[src/common/rv_pkg.sv]
package rv_pkg;

    localparam int XLEN = 32;

    typedef logic [XLEN-1:0] xlen_t;

    // Standard CSR address layout
    typedef struct packed {
        logic [1:0] rw;         // 2'b11 means read-only
        logic [1:0] priv_lvl;
        logic [7:0] index;
    } csr_addr_t;

    localparam logic [1:0] CSR_RW_RO  = 2'b11;
    localparam logic [1:0] PRIV_LVL_M = 2'b11;

    // Machine-mode CSR addresses
    localparam logic [11:0] CSR_MSTATUS  = 12'h300;
    localparam logic [11:0] CSR_MISA     = 12'h301;
    localparam logic [11:0] CSR_MTVEC    = 12'h305;
    localparam logic [11:0] CSR_MSCRATCH = 12'h340;
    localparam logic [11:0] CSR_MEPC     = 12'h341;
    localparam logic [11:0] CSR_MCAUSE   = 12'h342;
    localparam logic [11:0] CSR_MHARTID  = 12'hF14;

    // Only MIE (bit 3) and MPIE (bit 7)
    localparam xlen_t MSTATUS_WMASK = 32'h0000_0088;

    // Alignment bits of mtvec read as zero
    localparam xlen_t MTVEC_WMASK = 32'hFFFF_FFFC;

    // MXL = 1 (32-bit), extension I
    localparam xlen_t MISA_VALUE = 32'h4000_0100;

    localparam xlen_t MHARTID_VALUE = 32'h0000_0000;

endpackage

[src/common/core_pkg.sv]
package core_pkg;

    import rv_pkg::*;

    localparam int ID_W  = 5;
    localparam int PRD_W = 6;

    typedef logic [ID_W-1:0] id_t;     // ROB id
    typedef logic [PRD_W-1:0] prd_t;   // Physical destination

    typedef enum logic [1:0] {
        CSR_WRITE = 2'd0,
        CSR_SET   = 2'd1,
        CSR_CLEAR = 2'd2,
        CSR_READ  = 2'd3
    } csr_op_e;

    // Issued instruction as seen by a functional unit
    typedef struct packed {
        id_t         id;
        xlen_t       pc;
        prd_t        prd;
        csr_op_e     op;
        logic [11:0] imm;      // CSR address
        xlen_t       rs1val;
    } fu_input_t;

    // Result sent to writeback
    typedef struct packed {
        xlen_t pc;
        id_t   id;
        prd_t  prd;
        xlen_t rdval;
    } fu_output_t;

    // Instruction leaving the ROB
    typedef struct packed {
        id_t   id;
        xlen_t pc;
    } rob_entry_t;

endpackage

[src/common/csr_if.sv]
`timescale 1ns/1ps

interface csr_if import rv_pkg::*; ();

    // Read port, combinational
    logic      rvalid;
    csr_addr_t raddr;
    xlen_t     rdata;

    // Write port, one-cycle pulse
    logic      wvalid;
    csr_addr_t waddr;
    xlen_t     wdata;

    modport master (
        output rvalid, raddr, wvalid, waddr, wdata,
        input  rdata
    );

    modport slave (
        input  rvalid, raddr, wvalid, waddr, wdata,
        output rdata
    );

endinterface

[src/common/squash_if.sv]
`timescale 1ns/1ps

interface squash_if ();

    logic valid;  // One-cycle flush pulse

    modport master (output valid);
    modport slave  (input valid);

endinterface

[src/fu_csr/fu_csr.sv]
`timescale 1ns/1ps

module fu_csr
    import rv_pkg::*;
    import core_pkg::*;
(
    input  logic       clk,
    input  logic       rstn,
    // Issue side
    input  fu_input_t  fuinput_i,
    input  logic       fuinput_valid_i,
    output logic       fuinput_ready_o,
    output fu_output_t fuoutput_o,
    output logic       fuoutput_valid_o,
    output logic       completion_valid_o,
    // Retire side
    input  rob_entry_t retire_entry_i,
    input  logic       retire_valid_i,
    csr_if.master      csr_io,
    squash_if.slave    squash_io
);

    // Pending write, held until the instruction retires
    typedef struct packed {
        id_t       id;
        csr_addr_t addr;
        xlen_t     data;
    } csr_wr_entry_t;

    csr_addr_t     csr_addr;
    xlen_t         operand;
    xlen_t         old_val;
    xlen_t         new_val;
    logic          need_write;
    logic          accept;
    logic          buf_load;
    logic          buf_pop;
    logic          buf_valid;
    csr_wr_entry_t buf_q;

    assign csr_addr   = csr_addr_t'(fuinput_i.imm);
    assign operand    = fuinput_i.rs1val;
    assign need_write = fuinput_i.op != CSR_READ;
    assign accept     = fuinput_valid_i && fuinput_ready_o;

    // Early read of the old value
    assign csr_io.rvalid = accept;
    assign csr_io.raddr  = csr_addr;
    assign old_val       = csr_io.rdata;

    always_comb begin
        case (fuinput_i.op)
            CSR_WRITE: new_val = operand;
            CSR_SET:   new_val = old_val | operand;
            CSR_CLEAR: new_val = old_val & ~operand;
            default:   new_val = old_val;  // Read only, never buffered
        endcase
    end

    assign buf_load = accept && need_write;
    assign buf_pop  = buf_valid && retire_valid_i && (retire_entry_i.id == buf_q.id);

    // Valid bit of the write buffer
    always_ff @(posedge clk) begin
        if (!rstn) begin
            buf_valid <= 1'b0;
        end else if (squash_io.valid) begin
            buf_valid <= 1'b0;  // Squash wins over a load
        end else if (buf_load) begin
            buf_valid <= 1'b1;
        end else if (buf_pop) begin
            buf_valid <= 1'b0;
        end
    end

    always_ff @(posedge clk) begin
        if (buf_load) begin
            buf_q.id   <= fuinput_i.id;
            buf_q.addr <= csr_addr;
            buf_q.data <= new_val;
        end
    end

    // Commit the buffered write
    assign csr_io.wvalid = buf_pop;
    assign csr_io.waddr  = buf_q.addr;
    assign csr_io.wdata  = buf_q.data;

    // Result carries the value before the instruction
    assign fuoutput_o.pc    = fuinput_i.pc;
    assign fuoutput_o.id    = fuinput_i.id;
    assign fuoutput_o.prd   = fuinput_i.prd;
    assign fuoutput_o.rdval = old_val;
    assign fuoutput_valid_o   = accept;
    assign completion_valid_o = accept;

    // One CSR write in flight at a time
    assign fuinput_ready_o = !buf_valid;

endmodule

[src/csr_regfile.sv]
`timescale 1ns/1ps

module csr_regfile
    import rv_pkg::*;
(
    input  logic clk,
    input  logic rstn,
    csr_if.slave csr_io
);

    xlen_t       mstatus_q;
    xlen_t       mscratch_q;
    xlen_t       mtvec_q;
    xlen_t       mepc_q;
    xlen_t       mcause_q;
    xlen_t       rd_val;
    logic [11:0] raddr;
    logic [11:0] waddr;
    logic        wr_en;

    assign raddr = csr_io.raddr;
    assign waddr = csr_io.waddr;

    // Read-only space and non-machine addresses take no writes
    assign wr_en = csr_io.wvalid
                && (csr_io.waddr.rw != CSR_RW_RO)
                && (csr_io.waddr.priv_lvl == PRIV_LVL_M);

    // Read decode
    always_comb begin
        case (raddr)
            CSR_MSTATUS:  rd_val = mstatus_q;
            CSR_MISA:     rd_val = MISA_VALUE;
            CSR_MTVEC:    rd_val = mtvec_q;
            CSR_MSCRATCH: rd_val = mscratch_q;
            CSR_MEPC:     rd_val = mepc_q;
            CSR_MCAUSE:   rd_val = mcause_q;
            CSR_MHARTID:  rd_val = MHARTID_VALUE;
            default:      rd_val = '0;  // Unknown CSR
        endcase
    end

    assign csr_io.rdata = csr_io.rvalid ? rd_val : '0;

    // Write decode
    always_ff @(posedge clk) begin
        if (!rstn) begin
            mstatus_q  <= '0;
            mscratch_q <= '0;
            mtvec_q    <= '0;
            mepc_q     <= '0;
            mcause_q   <= '0;
        end else if (wr_en) begin
            case (waddr)
                CSR_MSTATUS:  mstatus_q  <= csr_io.wdata & MSTATUS_WMASK;
                CSR_MTVEC:    mtvec_q    <= csr_io.wdata & MTVEC_WMASK;
                CSR_MSCRATCH: mscratch_q <= csr_io.wdata;
                CSR_MEPC:     mepc_q     <= csr_io.wdata;
                CSR_MCAUSE:   mcause_q   <= csr_io.wdata;
                default: ;  // misa and unknown CSRs drop the write
            endcase
        end
    end

endmodule

[src/csr_unit.sv]
`timescale 1ns/1ps

module csr_unit
    import core_pkg::*;
(
    input  logic       clk,
    input  logic       rstn,
    input  fu_input_t  fuinput_i,
    input  logic       fuinput_valid_i,
    output logic       fuinput_ready_o,
    output fu_output_t fuoutput_o,
    output logic       fuoutput_valid_o,
    output logic       completion_valid_o,
    input  rob_entry_t retire_entry_i,
    input  logic       retire_valid_i,
    input  logic       squash_i
);

    csr_if    csr_bus ();
    squash_if squash_bus ();

    assign squash_bus.valid = squash_i;  // Pipeline flush pulse

    fu_csr u_fu_csr (
        .clk                (clk),
        .rstn               (rstn),
        .fuinput_i          (fuinput_i),
        .fuinput_valid_i    (fuinput_valid_i),
        .fuinput_ready_o    (fuinput_ready_o),
        .fuoutput_o         (fuoutput_o),
        .fuoutput_valid_o   (fuoutput_valid_o),
        .completion_valid_o (completion_valid_o),
        .retire_entry_i     (retire_entry_i),
        .retire_valid_i     (retire_valid_i),
        .csr_io             (csr_bus.master),
        .squash_io          (squash_bus.slave)
    );

    // Machine-mode CSR storage
    csr_regfile u_csr_regfile (
        .clk    (clk),
        .rstn   (rstn),
        .csr_io (csr_bus.slave)
    );

endmodule

[config.mk]
export PLATFORM = sky130hd
export DESIGN_NAME = csr_unit
export DESIGN_NICKNAME = d
export VERILOG_FILES = /design/src/common/rv_pkg.sv /design/src/common/core_pkg.sv /design/src/common/csr_if.sv /design/src/common/squash_if.sv /design/src/fu_csr/fu_csr.sv /design/src/csr_regfile.sv /design/src/csr_unit.sv
export SDC_FILE = /design/constraint.sdc
export NUM_CORES = 1
export LEC_CHECK = 0
export ABC_AREA = 1
export BUFFER_PORTS_ARGS = -buffer_cell sky130_fd_sc_hd__buf_4
export CORE_MARGIN = 5
export CORE_UTILIZATION = 50
export DETAILED_ROUTE_END_ITERATION = 10
export GPL_TIMING_DRIVEN = 0
export PLACE_DENSITY = 0.85
export SLEW_MARGIN = 30
export SYNTH_ARGS = -nofsm -noshare
export SYNTH_HDL_FRONTEND = slang
export SYNTH_SLANG_ARGS = --single-unit
[constraint.sdc]
create_clock -name clk -period 3.14 [get_ports clk]
set_clock_uncertainty 0.05 [all_clocks]
set_input_delay 0.628 -clock clk [delete_from_list [all_inputs] [get_ports clk]]
set_output_delay 0.628 -clock clk [all_outputs]
set_load 0.1 [all_outputs]
* Word-level counts from Yosys, hierarchy flattened
Index checks and enable logic that the tools add are counted.
** Storage, ports and cells
- Output and inout bits :: 78
- Word-level logic and storage cells :: 52
- Input port bits :: 131
- Register bits :: 178
** Operators by class
- Reduce and logical (&&, ||, !) cells :: 15
- Bitwise gates (word level) :: 4
- Equal/unequal tests :: 17
- Mux-type cells :: 5
** Operators by type and width (count)
- $pmux W32 S6 :: 1
- $eq A12 B10 Y1 const B :: 11
- $pmux W32 S3 :: 1
- $and A32 B32 Y32 :: 1
- $mux W32 :: 1
- $not A32 Y32 :: 1
- $or A32 B32 Y32 :: 1
- $reduce_and A2 Y1 :: 5
- $logic_and A1 B1 Y1 :: 6
- $eq A5 B5 Y1 :: 1
- $eq A2 B2 Y1 const B :: 2
- $ne A2 B2 Y1 const B :: 2
- $eq A2 B1 Y1 const B :: 1
- $logic_not A2 Y1 :: 1
- $mux W1 :: 2
- $reduce_bool A2 Y1 :: 1
- $reduce_or A2 Y1 :: 1
- $logic_not A1 Y1 :: 1
- $not A1 Y1 :: 1

* Logic depth before layout (Yosys ltp)
Gate-level depths: netlist of the first run.
- Depth in word-level cells :: 5
- Gate-level depth with buffers :: 12
- Gate-level depth less buffers :: 11

* By module
A second synthesis of the first run with hierarchy kept.
** Second synthesis, totals
- Cell total of the unflattened synthesis :: 1258
- Area, all modules :: 9510.4 µm²
** Modules (own cells, without submodules)
- csr_regfile :: instances 1, sequential area each 2562.5 µm², area an instance 5968.2 µm², cells each 896
- fu_csr :: instances 1, sequential area each 1491.4 µm², area an instance 3542.1 µm², cells each 362

* Least setup slack after synthesis of the first run
No wires, ideal clock.
- Path type :: register -> output
- Start point :: register u_fu_csr.buf_valid
- End point :: output port fuoutput_o[17] in the netlist's numbering
- Arrival time :: 3.128 ns
- Buffers on the path :: 1
- Setup slack :: -0.666 ns
- Stages on the path, launching flop included :: 7
- Required time :: 2.462 ns
- Cells stage by stage :: dfxtp_1 inv_1 nand2_1 inv_1 o21ai_2 buf_2 a21oi_1
** RTL lines
- start, declared :: line fu_csr.sv:38 : logic buf_valid;
- start signal, assigned :: line fu_csr.sv:66 : buf_valid <= 1'b0;
- start signal, assigned :: line fu_csr.sv:68 : buf_valid <= 1'b0;
- start signal, assigned :: line fu_csr.sv:70 : buf_valid <= 1'b1;
- end, declared :: line csr_unit.sv:11 : output fu_output_t fuoutput_o,

==> results.toml, run 1 <==
[die]
num_rows = 49
core-area_um2 = 18100
fp.dieArea_um2 = 21300
die_w_um = 146
initial_core_util_pct = 51.2
ios = 209
die_h_um = 146

[detailed_routing]
vias_per_cell = 5.26
ant_nets = 0
drt_iter0_drc = 1224
drc = 0
routed_wl_um = 29900
wl_per_cell_um = 16.7
dr.pass1.iters = 6
vias = 9402

[min_path]
hold_class = "in2reg"
min_path_cells = 2
hold_end = "u_fu_csr.buf_valid"
hp-start = "squash_i"

[power_and_ir_drop]
power_switching_mw = 1.44
combPwrFrac_pct = 12.7
vdd_drop_max_uv = 403
power.total_mw = 5.21
power.density_nw_per_um2 = 455
power.internal_mw = 3.78
power_frac_clock_pct = 40.9
seq_power_share_pct = 46.3
p_leak_nw = 5.33
swShare_pct = 27.6

[placement]
dp_hpwl_um = 20100
pre_cts_ws_ns = -0.694
place_congestion = 0.975
io_buffer_count = 137

[setup_path]
reg2reg_depth = 7
timing.rr.start = "u_fu_csr.buf_valid"
cp-end-kind = "output pin"
r2r_setup_slack_ns = 0.75
reg2reg_to = "u_fu_csr.csr_io.wdata[19]"
crit_fanout = 10
worst-setup-path-type = "in2out"
start_kind = "primary input"
cp.required_ns = 2.46
cp_data_arrival_time_ns = 2.38

[grt]
antenna_found_initial = 0
grt_max_degree = 27
gr-total-overflow = 0
gr-usage-all-layers_pct = 27.4
grt_first_pass_wirelength_um = 46100
grt_pass1_vias = 8824

[clock_tree]
cts_sinks = 178
cts_tree = "built"
insertion_delay_ns = 0.44
cts_htree_levels = 4
clock_path_buffers = 2
cts.clk_slew.worst_paths_ns = 0.07
root_buffer = "clkbuf_16"
cts-buffers-inserted = 17
cts-hold-fix-buffers = 0

[cells_and_area]
mostFrequentLayoutCells = "470 x nand2_1, 289 x nor2_1, 198 x buf_4"
drive_gt1_share_pct = 19.8
final_nets = 1676
final_util_pct = 63.3
syn2layout_area_growth_pct = 23.6
layout_commonest_cell = "nand2_1"
antennaDiodeCount = 0

[yosys]
ys_ff_latch = 178
synth_warnings = 0
yosysUniqueCellTypes = 26
avgSynthCellArea_um2 = 6.69
syn-cell-area_um2 = 9260
ys_seq_area_share_pct = 43.8
syn_inst = 1384
synthesis.nets = 1515

[sta]
timing.hold.ws_ns = 0.300
max_freq_ghz = 0.327
maxSlewViolCount = 0
finalHoldViolations = 0
fin_crit_ns = 3.06
worstMarginPinSlew_ns = 0.686
final.setup.worst_slack_ns = 0.0818
post-route-period-util_pct = 97.4
slew_headroom_pct = 54.2
setup-violations-final = 0

[run]
cap_violations = 0

[status]
status = "finished clean"
## critical path, stage by stage
cell	delay [ns]
buf_4	0.12
inv_1	0.05
nand2_1	0.06
nor2_2	0.20
nand2_2	0.16
nor2_4	0.20
buf_4	0.27
nand2_1	0.08
nand2_1	0.07
inv_1	0.05
a21oi_2	0.17
buf_4	0.32
## cell families (layout without fill, tap and decap cells)
group           after synthesis  count (layout)  share of synthesized area [%]
buf+inv                     228             402                           12.7
simple gates                912             912                           39.9
compound gates               65              65                           3.61
flops                       178             178                           43.8
xor+xnor                      1               1                         0.0946
## Yosys cell counts, drive strengths merged
library cell	n	area [um2]
xor2	1	8.76
buf	80	618
inv	114	428
a21oi	25	125
nand4	9	71.3
nand3b	2	15.0
edfxtp	49	1470
o21ai	38	194
nand2	473	1780
or2	1	6.26
nor3b	1	7.51
clkbuf	34	128
nor2	303	1190
nand3	116	581
and2	6	37.5
o211ai	2	15.0
nor3	1	5.00
dfxtp	129	2580
## state kept, by name, summed over array words and instances, names as in the netlist
name	cells
u_fu_csr.buf_valid	1
u_csr_regfile.mepc_q	32
u_csr_regfile.mtvec_q	30
u_csr_regfile.mcause_q	32
u_fu_csr.buf_q	5
u_csr_regfile.mscratch_q	32
u_csr_regfile.mstatus_q	2
u_fu_csr.csr_io.wdata	32
u_fu_csr.csr_io.waddr	12
## per-stage QoR
stage                     instances  instance area [um2]  TNS [ns]
after global placement         1750                10700    -63.12
after detailed placement       1751                10700    -16.65
after CTS                      1786                11400         0
final                          1787                11500         0
after floorplan                1384                 9370    -0.859
after global routing           1787                11500   -0.0674
## how the worst max path moves through the flow
| stage | start | end | slack [ns] | cells after the start |
|---|---|---|---|---|
| 4_1_cts | fuinput_i[37] | fuoutput_o[31] | 0.02 | 11 |
| 2_1_floorplan | fuinput_i[35] | fuoutput_o[30] | -0.43 | 8 |
| 3_3_place_gp | fuinput_valid_i | u_fu_csr.csr_io.wdata[18] | -1.02 | 6 |
| 5_1_grt | fuinput_i[43] | fuoutput_o[5] | -0.02 | 10 |
| 6_report | fuinput_i[39] | fuoutput_o[20] | 0.08 | 12 |
| 3_5_place_dp | fuinput_i[32] | fuoutput_o[8] | -0.69 | 11 |
## layout make-up
| class | instances | area (um2) |
|---|---|---|
| Clock buffer | 22 | 485 |
| Multi-Input combinational cell | 978 | 4190 |
| Tap cell | 229 | 287 |
| Clock inverter | 10 | 96.3 |
| Sequential cell | 178 | 4050 |
| Timing Repair Buffer | 142 | 1110 |
| Inverter | 114 | 438 |
| Fill cell | 1572 | 6640 |
| Buffer | 114 | 793 |
## repair_timing
| item | CTS | global route |
|---|---|---|
| endpoints found under the setup margin | 34 | 33 |
| resized for setup | 35 | 21 |
| buffers inserted | 3 | 1 |
| cloned | 0 | 0 |
| pin swaps | 2 | 0 |
## power by group through the flow
stage / clock [mW] / sequential (mW) / combinational [mW]
6_report: 2.14 / 2.42 / 0.663
5_1_grt: 2.22 / 2.42 / 0.702
4_1_cts: 2.13 / 2.42 / 0.655
3_5_place_dp: 0 / 2.47 / 0.650
3_3_place_gp: 0 / 2.47 / 0.634
2_1_floorplan: 0 / 2.46 / 0.451
## routing by layer
| layer | track usage, % | vias up | wire, um |
|---|---|---|---|
| met1 | 33.0 | 4213 | 10900 |
| met5 | 0 | - | 0 |
| met4 | 14.0 | 0 | 1480 |
| met2 | 45.3 | 536 | 14000 |
| met3 | 7.28 | 113 | 3470 |
| li1 | - | 4540 | - |
No activity file was read; power rests on OpenSTA's default activity.
==> run 2: changes to the inputs <==
Settings changed: ABC_AREA 1 to unset.
==> run 2 against run 1 <==
Effect of this change:
- synthesized area down 7.7%
- sequential power about the same
- sequential share of layout area up 2.0 points
- via count down 25%
- power up 0.92%
- global-route usage down 4.5 points
- final area down 5.4%
- synthesized cell count down 38%
- non-clock buffer count down 8
==> results.toml, run 2 <==
[status]
status = "finished clean"

[sta]
setup-violations-final = 0
fin_crit_ns = 3.10
max_freq_ghz = 0.322
post-route-period-util_pct = 98.8
final.setup.worst_slack_ns = 0.0366
finalHoldViolations = 0
slew_headroom_pct = 50.6
maxSlewViolCount = 0
worstMarginPinSlew_ns = 0.741

[detailed_routing]
dr.pass1.iters = 5
ant_nets = 0
drt_iter0_drc = 638
wl_per_cell_um = 18.6
vias = 7058
drc = 0
routed_wl_um = 23200
vias_per_cell = 5.67

[min_path]
hold_class = "in2reg"
min_path_cells = 1
hold_end = "u_fu_csr.csr_io.waddr[10]"
hp-start = "fuinput_i[42]"

[clock_tree]
root_buffer = "clkbuf_16"
post_cts_buffers = 0
cts_tree = "built"
cts-buffers-inserted = 17
insertion_delay_ns = 0.43
clock_path_buffers = 2
cts.clk_slew.worst_paths_ns = 0.06
cts_sinks = 178
cts-hold-fix-buffers = 0
cts_htree_levels = 4

[yosys]
synth_mux_area_share_pct = 18.7
synth_top_area_share_pct = 30.2
async_flop_share_pct = 0
post-synth-top-area-cell = "dfxtp_1"
synthTopCellsByCount = "163 x nand2_1, 160 x mux2i_1, 129 x dfxtp_1"
synth-simple-area-share_pct = 12.4
synth_top_family_by_area = "multiplexers"
avgSynthCellArea_um2 = 10.0
syn-cell-area_um2 = 8550
synth_flop_cell = "dfxtp_1"
synth-compound-area-share_pct = 11.4
synth_area_leaders = "dfxtp_1 30%, mux2i_1 19%, edfxtp_1 17%"
syn_inst = 855
synth_edf_count = 49
ys_seq_area_share_pct = 47.4
synthesis.nets = 986
synth_warnings = 0
yosysUniqueCellTypes = 42
synth-xor-area-share_pct = 0.512
synth.most_common_cell = "nand2_1"
ys_ff_latch = 178
synth_fa_ha_area_share_pct = 0

[setup_path]
reg2reg_depth = 5
cp_data_arrival_time_ns = 2.43
cp-end-kind = "output pin"
reg2reg_to = "u_csr_regfile.mtvec_q[2]"
crit_fanout = 10
worst-setup-path-type = "in2out"
r2r_setup_slack_ns = 0.90
timing.rr.start = "u_fu_csr.buf_q[45]"
start_kind = "primary input"
cp.required_ns = 2.46

[power_and_ir_drop]
power.total_mw = 5.26
vdd_drop_max_uv = 404
seq_power_share_pct = 46.0
power.internal_mw = 3.87
power_frac_clock_pct = 41.1
swShare_pct = 26.4
combPwrFrac_pct = 12.8
p_leak_nw = 3.98
power_switching_mw = 1.39
power.density_nw_per_um2 = 486

[die]
fp.dieArea_um2 = 19800
ios = 209
num_rows = 47
initial_core_util_pct = 51.2
core-area_um2 = 16700
die_w_um = 141
die_h_um = 141

[run]
cap_violations = 0

[grt]
gr-usage-all-layers_pct = 23.0
grt_max_degree = 18
grt_pass1_vias = 6933
grtUsageMet2_pct = 37.9
antenna_found_initial = 0
grt.busiest_layer = "met2"
grt_first_pass_wirelength_um = 35900
gr-total-overflow = 0
gr-usage-met3_pct = 4.91
met1_usage_pct = 29.9

[placement]
placed_area_um2 = 10200
pre_cts_ws_ns = -0.319
io_buffer_count = 135
place_congestion = 0.809
dp_hpwl_um = 16000

[cells_and_area]
mostFrequentLayoutCells = "175 x buf_4, 163 x nand2_1, 160 x mux2i_1"
syn2layout_area_growth_pct = 26.8
postLayoutCellArea_um2 = 10800
num-fill-cells = 1336
multi_input_area_um2 = 3970
final_nets = 1143
final-seq-area_um2 = 4050
antennaDiodeCount = 0
layout_commonest_cell = "buf_4"
drive_gt1_share_pct = 28.3
-- run 2: how the worst max path moves through the flow --
stage                     depth (start not counted)  slack [ns]             from                   endpoint
after detailed placement                          7       -0.32    fuinput_i[32]             fuoutput_o[19]
final                                             8        0.04    fuinput_i[38]              fuoutput_o[3]
after global routing                              8      -0.008    fuinput_i[32]             fuoutput_o[15]
after floorplan                                   4       -0.10  fuinput_valid_i              fuoutput_o[0]
after CTS                                         6        0.01    fuinput_i[43]             fuoutput_o[19]
after global placement                            2       -0.70    fuinput_i[45]  u_fu_csr.csr_io.wdata[17]
-- run 2: power by group through the flow --
| stage | sequential [mW] | clock (mW) | combinational (mW) |
|---|---|---|---|
| after floorplan | 2.47 | 0 | 0.469 |
| after global placement | 2.48 | 0 | 0.651 |
| after detailed placement | 2.47 | 0 | 0.669 |
| after CTS | 2.42 | 2.18 | 0.673 |
| after global routing | 2.42 | 2.29 | 0.707 |
| final | 2.42 | 2.16 | 0.676 |
-- run 2: stage by stage --
step | TNS (ns) | instances | hold WS (ns) | util, %
after global placement | -42.76 | 1210 | 0.388 | 60.6
after global routing | -0.00762 | 1244 | 0.318 | 64.9
final | 0 | 1244 | 0.332 | 64.9
after detailed placement | -9.08 | 1213 | 0.396 | 60.9
after floorplan | -2.12 | 855 | 0.380 | -
after CTS | 0 | 1244 | 0.321 | 64.6
-- run 2: routing by layer --
layer  share of wire (%)  up-vias
met5                   0        -
met4                 2.5        0
met3                 7.8       48
met2                  48      317
met1                  41     3415
li1                    -     3278
-- run 2: critical path: stages --
cell and delay [ns]:
buf_4 0.12, buf_4 0.17, nor2b_1 0.13, buf_2 0.20
a22o_1 0.26, a211oi_1 0.61, nor2_4 0.06, buf_4 0.25
-- run 2: final cells by class --
cell class | count | share of cell area, %
Clock inverter | 13 | 1.45
Timing Repair Buffer | 138 | 10.2
Sequential cell | 178 | 37.4
Multi-Input combinational cell | 531 | 36.6
Tap cell | 220 | 2.54
Clock buffer | 18 | 4.05
Buffer | 110 | 6.50
Inverter | 36 | 1.25
-- run 2: what timing repair did --
item / CTS / global route
endpoints found under the setup margin: 32 / 30
gates resized for setup: 9 / 15
cloned: 0 / 0
-- run 2: cells by family (layout without fill, tap and decap cells) --
logic type,after synthesis,in the layout
multiplexers,160,160
AO/OA/AOI/OAI,131,131
AND/OR/NAND/NOR,235,235
XOR/XNOR,5,5
buffers and inverters,146,315
flip-flops,178,178
